**src/hdl/ql_bus_pkg.sv**
```systemverilog
// QL bus package with shared bus types, speed and RAM encodings, divider constants
package ql_bus_pkg;

	typedef logic [23:0] bus_addr_t;         // 68008 byte address
	typedef logic [15:0] bus_word_t;         // Data word on the bus

	// CPU speed select
	typedef enum logic [1:0] {
		SPEED_QL,                            // Original 7.5 MHz class
		SPEED_16,
		SPEED_24,
		SPEED_FULL
	} cpu_speed_t;

	// RAM size select, top value also turns on GoldCard mode
	typedef enum logic [1:0] {
		RAM_128K,
		RAM_640K,
		RAM_896K,
		RAM_4096K
	} ram_cfg_t;

	// One strobe per decoded region
	typedef struct packed {
		logic ql_io;                         // $18000-$1bfff
		logic bram;                          // Base 128k RAM
		logic xram;                          // Expansion RAM banks
		logic ram;                           // Any RAM at all
		logic rom;                           // $0000-$ffff
		logic ext_rom;                       // $c000-$ffff
		logic os_rom;                        // $0000-$bfff
		logic gc_io;                         // $1c000-$1c0ff
		logic gc_boot_rom;                   // $040000-$04ffff
		logic gc_os_rom;                     // $400000-$40ffff
		logic qlsd_reg;
		logic qlsd_rd;                       // The one register that returns data
		logic qlsd_dat;
	} region_t;

	// Divider table for an 84 MHz clk_sys
	localparam logic [3:0] DIV_BUS_QL   = 4'd11;    // 7.64 MHz
	localparam logic [3:0] DIV_BUS_16   = 4'd5;     // 16.8 MHz
	localparam logic [3:0] DIV_BUS_24   = 4'd3;     // 28 MHz
	localparam logic [3:0] DIV_BUS_FULL = 4'd2;     // 42 MHz
	localparam logic [9:0] DIV_REFRESH  = 10'd640;  // 131.25 kHz refresh and RTC tick
	localparam logic [3:0] DIV_VID      = 4'd8;     // 10.5 MHz pixel tick

	// GoldCard I/O offsets and the QL-SD data register
	localparam logic [7:0]  GC_SHADOW_ON   = 8'h60;
	localparam logic [7:0]  GC_SHADOW_OFF  = 8'h64;
	localparam logic [15:0] QLSD_DATA_ADDR = 16'hfee4;

endpackage

```
**src/hdl/ql_clock_enables.sv**
```systemverilog
// Bus phase, refresh and pixel clock enable generator running off clk_sys
`timescale 1ns/1ps

module ql_clock_enables (
	input  logic                   clk_sys,
	input  logic                   reset,
	input  ql_bus_pkg::cpu_speed_t cpu_speed,
	output logic                   ce_bus_p,   // Phi1 enable
	output logic                   ce_bus_n,   // Phi2 enable
	output logic                   ce_refresh,
	output logic                   ce_vid
);
	import ql_bus_pkg::*;

	logic [3:0] bus_cnt;
	logic [9:0] ref_cnt;
	logic [3:0] vid_cnt;
	logic [3:0] bus_div;     // Current bus divider

	// Divider picked from the speed select each cycle
	always_comb begin
		case (cpu_speed)
			SPEED_QL:   bus_div = DIV_BUS_QL;
			SPEED_16:   bus_div = DIV_BUS_16;
			SPEED_24:   bus_div = DIV_BUS_24;
			default:    bus_div = DIV_BUS_FULL;
		endcase
	end

	always_ff @(posedge clk_sys) begin
		if (reset) begin
			bus_cnt    <= '0;
			ref_cnt    <= '0;
			vid_cnt    <= '0;
			ce_bus_p   <= 1'b0;
			ce_bus_n   <= 1'b0;
			ce_refresh <= 1'b0;
			ce_vid     <= 1'b0;
		end else begin
			// >= so a speed drop mid-count wraps at once
			bus_cnt <= (bus_cnt >= bus_div - 4'd1) ? 4'd0 : bus_cnt + 4'd1;
			ref_cnt <= (ref_cnt == DIV_REFRESH - 10'd1) ? 10'd0 : ref_cnt + 10'd1;
			vid_cnt <= (vid_cnt == DIV_VID - 4'd1) ? 4'd0 : vid_cnt + 4'd1;

			ce_bus_p   <= (bus_cnt == 4'd0);
			ce_bus_n   <= (bus_cnt == (bus_div >> 1));   // Half period later
			ce_refresh <= (ref_cnt == 10'd0);
			ce_vid     <= (vid_cnt == 4'd0);
		end
	end

endmodule

```
**config.mk**
```make
export PLATFORM = sky130hd
export DESIGN_NAME = ql_clock_enables
export DESIGN_NICKNAME = d
export VERILOG_FILES = /design/src/hdl/ql_bus_pkg.sv /design/src/hdl/ql_clock_enables.sv
export SDC_FILE = /design/constraint.sdc
export NUM_CORES = 1
export LEC_CHECK = 0
export BUFFER_PORTS_ARGS = -buffer_cell sky130_fd_sc_hd__buf_4
export CORE_UTILIZATION = 63
export CTS_BUF_LIST = sky130_fd_sc_hd__clkbuf_4
export DETAILED_ROUTE_END_ITERATION = 7
export GPL_ROUTABILITY_DRIVEN = 0
export PLACE_DENSITY = 0.88
export SYNTH_ARGS = -nofsm -noshare
export SYNTH_HDL_FRONTEND = slang
export SYNTH_SLANG_ARGS = --single-unit
```
**constraint.sdc**
```tcl
create_clock -name clk_sys -period 2.9 [get_ports clk_sys]
set_input_delay 0.435 -clock clk_sys [delete_from_list [all_inputs] [get_ports clk_sys]]
set_output_delay 0.435 -clock clk_sys [all_outputs]
set_load 0.02 [all_outputs]
```
==> run metrics, run 1 <==
peak supply drop 349 µV; die area approximately 1800 µm²; CP Max Fanout 5; Synth Warn # 0; CP Cell Sequence buf_4 -> or2_2 -> ha_1 -> a211o_1 -> a311oi_1; syn_nets approximately 130; #FFs+latches synth 22; Post-Synthesis Cell Area 1050 µm²; register area share after synthesis 0.419; Layout fillers roughly 120; Distinct cells, synth 34; fraction of layout cells with a size suffix above 1 0.125; Reg2Reg Depth 5; routed wire length about 1.8 mm; Total Neg Setup Slack 0 ns; Worst Hold Class in2reg; Critical R2R Capture bus_cnt[3]; Syn Inst Count about 110; clock sinks 22; Max Root-Sink Buffers 2; CP endpoint kind flip-flop; most common cell after layout, fill and taps aside dfxtp_1; Top FF cell, synth dfxtp_1; fmax approximately 0.63 GHz; drt drc 0; hold_buf cts 0; relative slew slack 0.691; CTS clock-pin slew for the worst setup and hold paths ~0.12 ns; WS Path Type in2reg; CTS tree yes; hpwl dp roughly 1.4 mm; worst reg2reg setup slack between 1 and 1.5 ns; asr flop ratio synth 0; Clock Skews between 0.007 and 0.008 ns; CP startpoint kind input port; Cell Count, Final, Fillers Out 136; Final Cycle Share 0.548; worst r2r src bus_cnt[0]; largest net degree at the start of global routing 15; via count 826; RSZ-0062 raised after global routing no; postcts setup bufs 0; worst-skew pair later-pin latency roughly 0.31 ns; Starting DRT DRC Count 6; slew of the pin with the lowest slew margin about 0.46 ns; max cap viols 0; final setup fails 0; Die Height around 43 µm; vias per cell between 6 and 7; vias in the first global route 800; crit path max-delay cell type a211o_1; row count 14; # nets final 135; final-report hold violation count 0; core area around 1500 µm²; cell count after placement approximately 130; post-layout min period around 1.6 ns; hold path start reset; port buffer count 7; number of synthesized flops with an enable pin 0; ant diodes 0; leakage about 0.00045 µW; drt pass-1 iters 4; Avg WL per Cell 13.2 µm; antenna-violating nets left 0; status complete, no violations; H-tree depth 1; Hold Path Stages 2; CTS Root Cell clkbuf_4; total track usage 0.247; hold path endpoint ref_cnt[8]; initial core utilization 0.690; Avg Cell Area, Syn roughly 9.5 µm²; CP Data Arrival Time 1.81 ns; largest stage delay on the critical path ~0.36 ns; TritonCTS buffer count 3; Max Slew Vio Count 0; Worst Hold Slack approximately 0.38 ns; area grow syn2layout 8.69%; total I/O pin count 8; antenna violations before repair 0; total grt overflow 0; most frequent cells in the layout 22 x dfxtp_1, 10 x nor2_1, 10 x ha_1; global-route wire length before repair about 3.3 mm; pwr dens slightly below 500 nW/µm²; Worst EP required between 3 and 4 ns; Chip Width ~43 µm; Post-CTS Resized 0
==> report_power, final <==
| part | internal (µW) | leakage (µW) | total [µW] | switching [µW] |
|---|---|---|---|---|
| clock network | 50.3 | 0.0000154 | 138 | 87.7 |
| logic | 42.2 | 0.000256 | 89.5 | 47.3 |
| registers | 322 | 0.000180 | 340 | 17.8 |
==> through the flow <==
stage | setup WS (ns) | utilization | instance area (µm²) | total power (µW)
after global routing | 1.20 | 0.750 | 1140 | 602
after CTS | 1.34 | 0.750 | 1140 | 573
after global placement | 1.06 | 0.732 | 1120 | 430
final | 1.31 | 0.750 | 1140 | 567
after detailed placement | 1.01 | 0.732 | 1120 | 436
after floorplan | 1.22 | - | 1050 | 405
==> logic make-up (layout without fill, tap and decap cells) <==
kind of cell / Yosys count / after routing / share of synthesized area
buf+inv: 11 / 20 / 0.0393
compound gates: 20 / 20 / 0.139
mux: 1 / 1 / 0.00952
fa+ha+maj: 10 / 10 / 0.119
xor+xnor: 6 / 6 / 0.0500
simple gates: 41 / 41 / 0.224
flops: 22 / 22 / 0.419
==> critical path, delay by kind of cell <==
kind / cells / cell delay [ns]
and+or+nand+nor: 1 / 0.29
AOI/OAI and AO/OA: 2 / 0.62
adders and majority gates: 1 / 0.34
buffers and inverters: 1 / 0.13
==> layout make-up <==
cell class	instances	area (µm²)	share of cell area
timing repair buffer	7	52.6	0.0460
tap	16	20.0	0.0175
inverter	9	33.8	0.0296
sequential	22	440	0.386
clock inverter	1	3.75	0.00329
multi-input combinational	78	569	0.498
clock buffer	3	22.5	0.0197
==> flip-flops by register name, summed over array words and instances, names as in the netlist <==
signal,cells
ref_cnt,10
ce_vid,1
ce_bus_p,1
vid_cnt,4
bus_cnt,4
ce_refresh,1
ce_bus_n,1
==> how the worst max path moves through the flow <==
stage	startpoint	to	slack (ns)	cells after the start
global route	bus_cnt[0]	bus_cnt[3]	1.20	5
CTS	cpu_speed[0]	bus_cnt[0]	1.34	5
global placement	cpu_speed[0]	bus_cnt[1]	1.06	5
detailed placement	cpu_speed[0]	bus_cnt[0]	1.01	5
floorplan	cpu_speed[0]	bus_cnt[0]	1.22	4
finish	cpu_speed[0]	bus_cnt[3]	1.31	5
==> Yosys cell counts, drive strengths merged (2+ instances only) <==
cell type / n / area, µm²
inv: 9 / 33.8
o21ai: 3 / 15.0
nand3: 6 / 30.0
ha: 10 / 125
a21oi: 5 / 28.8
o31ai: 3 / 27.5
nor2: 10 / 37.5
nand2: 4 / 15.0
or4: 4 / 33.8
xnor2: 4 / 35.0
a311oi: 5 / 43.8
dfxtp: 22 / 440
nand2b: 2 / 12.5
nor3b: 2 / 15.0
nor4b: 2 / 17.5
or3: 2 / 12.5
xor2: 2 / 17.5
and2: 2 / 12.5
clkbuf: 2 / 7.51
==> per-layer routing <==
layer | share of wire | vias to the layer above | wire length, µm | GRT usage
met5 | 0 | - | 0 | 0
met4 | 0.026 | 0 | 46 | 0.131
met3 | 0.032 | 4 | 58 | 0.0638
met2 | 0.49 | 12 | 873 | 0.385
met1 | 0.46 | 392 | 821 | 0.309
li1 | - | 418 | - | -
Power figures use the tool's default switching activity.
==> run 2, diff against run 1 <==
--- a/config.mk
+++ b/config.mk
@@ -6,11 +6,11 @@
 export NUM_CORES = 1
 export LEC_CHECK = 0
 export BUFFER_PORTS_ARGS = -buffer_cell sky130_fd_sc_hd__buf_4
-export CORE_UTILIZATION = 63
+export CORE_UTILIZATION = 55
 export CTS_BUF_LIST = sky130_fd_sc_hd__clkbuf_4
 export DETAILED_ROUTE_END_ITERATION = 7
 export GPL_ROUTABILITY_DRIVEN = 0
-export PLACE_DENSITY = 0.88
+export PLACE_DENSITY = 0.82
 export SYNTH_ARGS = -nofsm -noshare
 export SYNTH_HDL_FRONTEND = slang
 export SYNTH_SLANG_ARGS = --single-unit
==> constraint.sdc (replaced) <==
create_clock -name clk_sys -period 1.35 [get_ports clk_sys]
set_input_delay 0.2025 -clock clk_sys [delete_from_list [all_inputs] [get_ports clk_sys]]
set_output_delay 0.2025 -clock clk_sys [all_outputs]
set_load 0.02 [all_outputs]
==> run metrics, run 2 (synthesized netlist as in run 1, its figures left out) <==
core area around 1800 µm²; port buffer count 7; RSZ-0062 raised after global routing yes; total grt overflow 0; Final Cycle Share 0.992; max cap viols 0; largest stage delay on the critical path approximately 0.36 ns; TritonCTS buffer count 3; most common cell after layout, fill and taps aside buf_4; crit path from bus_cnt[0]; Avg WL per Cell 13.1 µm; CP Capture Point bus_cnt[3]; Total Neg Setup Slack 0 ns; # nets final 150; fmax roughly 0.75 GHz; Worst EP required 1.57 ns; Worst Hold Class in2reg; Critical R2R Capture bus_cnt[3]; CTS clock-pin slew for the worst setup and hold paths approximately 0.11 ns; worst reg2reg setup slack around 0.01 ns; CP Cell Sequence inv_2 -> ha_4 -> nand2b_4 -> a21o_4 -> a311oi_2; fraction of layout cells with a size suffix above 1 0.358; ant diodes 0; drt drc 0; relative slew slack 0.814; CP Data Arrival Time 1.56 ns; worst-skew pair later-pin latency 0.30 ns; antenna violations before repair 0; Clock Skews about 0.0044 ns; Max Root-Sink Buffers 2; pwr dens a little under 1000 nW/µm²; via count between 800 and 900; total I/O pin count 8; CTS tree yes; Crit path depth 5; number of buffers and inverters on the critical path 1; peak supply drop about 680 µV; vias per cell 5.56; drt pass-1 iters 4; Final Power between 1000 and 1500 µW; Reg2Reg Depth 5; max reg flops 10; antenna-violating nets left 0; H-tree depth 1; biggest regs ref_cnt x10, bus_cnt x4, vid_cnt x4; WS Path Type reg2reg; CP endpoint kind flip-flop; Chip Width about 46 µm; largest net degree at the start of global routing 15; Max Slew Vio Count 0; area grow syn2layout 28.1%; Worst Hold Slack ~0.16 ns; post-layout min period 1.34 ns; clock sinks 22; total track usage 0.232; vias in the first global route 829; CTS Root Cell clkbuf_4; Starting DRT DRC Count 20; Final Util 0.763; Die Height about 46 µm; hold_buf cts 0; die area between 2000 and 2500 µm²; initial core utilization 0.596; routed wire length between 2 and 2.5 mm; final setup fails 0; CP startpoint kind flip-flop; most frequent cells in the layout 22 x buf_4, 14 x dfxtp_1, 10 x nor2_1; status complete, no violations; global-route wire length before repair around 3.5 mm; worst r2r src bus_cnt[0]; cell family contributing the most delay on the critical path compound AO/OA/AOI/OAI gates; slew of the pin with the lowest slew margin approximately 0.28 ns; largest reg by FF count ref_cnt; leakage approximately 0.00053 µW; crit path max-delay cell type dfxtp_2; hpwl dp 1.54 mm; row count 15; CP Max Fanout 4; final-report hold violation count 0
run 2: timing repair:
action                     CTS  global route
buffers inserted             0             1
resized for setup            5            10
setup endpoints to repair    5             6
pin swaps                    3             2
run 2: metal layers:
layer  routed length, µm  global-route usage  vias to the layer above  part of all wire
li1                    -                   -                      445                 -
met1                 923               0.271                      420              0.44
met2                1050               0.403                       13              0.51
met3                  62              0.0516                        6             0.030
met4                  36               0.100                        0             0.017
met5                   0                   0                        -                 0
run 2: cell type report:
class,instances,area (µm²)
multi-input cells,78,643
flip-flops and latches,22,450
fillers,145,418
repair buffers,22,165
inverters,9,33.8
well taps,25,31.3
clock buffers,3,22.5
run 2: metrics by stage:
step,instance area (µm²),instances,setup slack [ns]
after global placement,1250,155,-0.117
after CTS,1300,158,0.00667
after detailed placement,1250,155,-0.163
after floorplan,1070,111,0.00410
after global routing,1350,159,-0.0222
final,1350,159,0.0102
run 2: report_power, final:
group / total (µW) / internal, µW / switching (µW)
clock network: 290 / 104 / 186
logic: 280 / 144 / 135
registers: 728 / 694 / 34.4
run 2: worst reg2reg max path, delay by kind of cell (launching register included):
family	cells	cell delay, ns
compound gates	2	0.49
flops	1	0.36
fa+ha+maj	1	0.22
simple gates	1	0.13
buf+inv	1	0.05
run 2: worst min-delay path by stage:
stage | depth (start not counted) | slack [ns] | start | end
after CTS | 2 | 0.15 | reset | ref_cnt[6]
final | 2 | 0.16 | reset | ref_cnt[6]
after detailed placement | 1 | 0.48 | vid_cnt[3] | ce_vid
after global routing | 2 | 0.17 | reset | ref_cnt[8]
after global placement | 1 | 0.47 | vid_cnt[3] | ce_vid
after floorplan | 1 | 0.28 | reset | ce_bus_p
==> run 3, diff against run 2 <==
--- a/config.mk
+++ b/config.mk
@@ -5,6 +5,7 @@
 export SDC_FILE = /design/constraint.sdc
 export NUM_CORES = 1
 export LEC_CHECK = 0
+export ABC_AREA = 1
 export BUFFER_PORTS_ARGS = -buffer_cell sky130_fd_sc_hd__buf_4
 export CORE_UTILIZATION = 55
 export CTS_BUF_LIST = sky130_fd_sc_hd__clkbuf_4
==> constraint.sdc (replaced) <==
create_clock -name clk_sys -period 1.35 [get_ports clk_sys]
set_input_delay 0.27 -clock clk_sys [delete_from_list [all_inputs] [get_ports clk_sys]]
set_output_delay 0.27 -clock clk_sys [all_outputs]
set_load 0.02 [all_outputs]
==> run metrics, run 3 <==
drt drc 0; total grt overflow 0; Worst EP required between 1.5 and 2 ns; WS Path Type reg2reg; Distinct cells, synth 20; Max Root-Sink Buffers 2; crit path max-delay cell type dfxtp_1; final setup fails 0; CP startpoint kind flip-flop; via count slightly below 900; hpwl dp between 1 and 1.5 mm; total track usage 0.197; area leader, netlist dfxtp_1; Avg WL per Cell between 10 and 15 µm; drt pass-1 iters 4; core area 1800 µm²; cell with the most instances after synthesis inv_1; Simple-Gate Fraction of Synth Area 0.294; register area share after synthesis 0.404; Cell Count, Final, Fillers Out roughly 180; worst-skew pair later-pin latency around 0.3 ns; row count 15; vias per cell about 5.0; relative slew slack 0.757; max cap viols 0; CTS Root Cell clkbuf_4; syn_nets 154; status complete, no violations; Syn Inst Count 140; CP Data Arrival Time 1.52 ns; combinational family with the most area after synthesis simple AND/OR/NAND/NOR gates; Final Cycle Share 0.950; fraction of layout cells with a size suffix above 1 0.176; Clock Skews around 0.0017 ns; number of synthesized flops with an enable pin 0; fmax 0.780 GHz; max reg flops 10; # nets final between 150 and 200; vias in the first global route 752; sequential cell area between 400 and 500 µm²; die area around 2200 µm²; Post-Synthesis Cell Area around 1100 µm²; RSZ-0062 raised after global routing no; most common cell after layout, fill and taps aside inv_1; port buffer count 7; antenna violations before repair 0; Chip Width 46.5 µm; postcts setup bufs 0; synth top area cells dfxtp_1 40%, ha_1 11%, inv_1 8.6%; CTS tree yes; top-area cell type share of the netlist area 0.404; TritonCTS buffer count 3; final-report hold violation count 0; Max Slew Vio Count 0; initial core utilization 0.606; total I/O pin count 8; area of the multi-input gates approximately 550 µm²; hold path start reset; slew of the pin with the lowest slew margin between 0.3 and 0.4 ns; biggest regs ref_cnt x10, bus_cnt x4, vid_cnt x4; ant diodes 0; Avg Cell Area, Syn ~7.8 µm²; Top FF cell, synth dfxtp_1; CP endpoint kind flip-flop; Layout fillers 162; CP Cell Sequence ha_1 -> a21oi_1 -> nand4_1 -> nor2_1; post-synthesis mux area share 0; crit path from bus_cnt[3]; post-layout min period 1.28 ns; adder-cell area share of the yosys netlist 0.115; Worst Hold Class in2reg; cell count after placement around 180; area fraction in compound gates after synthesis 0.0505; clock sinks 22; peak supply drop 841 µV; #FFs+latches synth 22; Starting DRT DRC Count 23; worst r2r src bus_cnt[3]; leakage about 0.00054 µW; CTS clock-pin slew for the worst setup and hold paths between 0.1 and 0.15 ns; CP Max Fanout 4; largest stage delay on the critical path 0.36 ns; H-tree depth 1; asr flop ratio synth 0; antenna-violating nets left 0; synth cell count leaders 25 x inv_1, 24 x nand2_1, 22 x dfxtp_1; area grow syn2layout 12.4%; Synth Warn # 0; global-route wire length before repair a little under 3 mm; Worst Hold Slack between 0.1 and 0.15 ns; most frequent cells in the layout 25 x inv_1, 24 x nand2_1, 20 x nor2_1, 20 x dfxtp_1, 11 x buf_4; pwr dens around 1000 nW/µm²; Die Height 46.5 µm; XOR/XNOR Fraction of Synth Area 0.0482; routed wire length roughly 1.8 mm; largest net degree at the start of global routing 12; largest reg by FF count ref_cnt
run 3: per-stage QoR:
step                 util  setup TNS [ns]  setup slack (ns)  area (µm²)  power [µW]
floorplan               -               0            0.0501        1090         877
global placement    0.667          -0.459            -0.116        1200         940
detailed placement  0.667          -0.829            -0.225        1200         958
CTS                 0.679               0            0.0470        1220        1240
global route        0.681               0            0.0141        1230        1310
finish              0.681               0            0.0672        1230        1230
run 3: path summary, 6_finish.rpt:
path | endpoint | slack [ns] | depth (start not counted)
worst max register to register | bus_cnt[1] | 0.07 | 4
worst min register to register | bus_cnt[0] | 0.43 | 1
worst max-delay path | bus_cnt[1] | 0.07 | 4
worst min-delay path | ce_bus_p | 0.14 | 2
run 3: timing repair:
item	CTS	global route
hold buffers	0	0
endpoints found under the setup margin	0	3
resized for setup	0	2
run 3: critical path, delay by kind of cell (launching register included):
| kind | cells | cell delay, ns |
|---|---|---|
| DFF | 1 | 0.36 |
| and+or+nand+nor | 2 | 0.36 |
| adders and majority gates | 1 | 0.33 |
| AOI/OAI and AO/OA | 1 | 0.16 |
run 3: area by class of cell:
| type | count | area share |
|---|---|---|
| clock buffers | 3 | 0.0184 |
| inverters | 25 | 0.0765 |
| multi-input cells | 92 | 0.451 |
| flip-flops and latches | 22 | 0.361 |
| well taps | 25 | 0.0255 |
| repair buffers | 11 | 0.0673 |
run 3: metal layers:
layer / vias to the layer above / track usage / wire, µm
met5: - / 0 / 0
met2: 20 / 0.339 / 931
met4: 0 / 0.0882 / 36
met1: 407 / 0.221 / 786
li1: 458 / - / -
met3: 5 / 0.0588 / 95
run 3: logic make-up after synthesis:
kind of cell	count (synthesis)
XOR/XNOR	6
flip-flops	22
AO/OA/AOI/OAI	9
AND/OR/NAND/NOR	67
adder cells (fa/ha/maj)	10
buffers and inverters	26
run 3: power by group:
part           switching [µW]  internal (µW)
Clock                     179            104
Combinational             123           94.4
Sequential               32.6            694
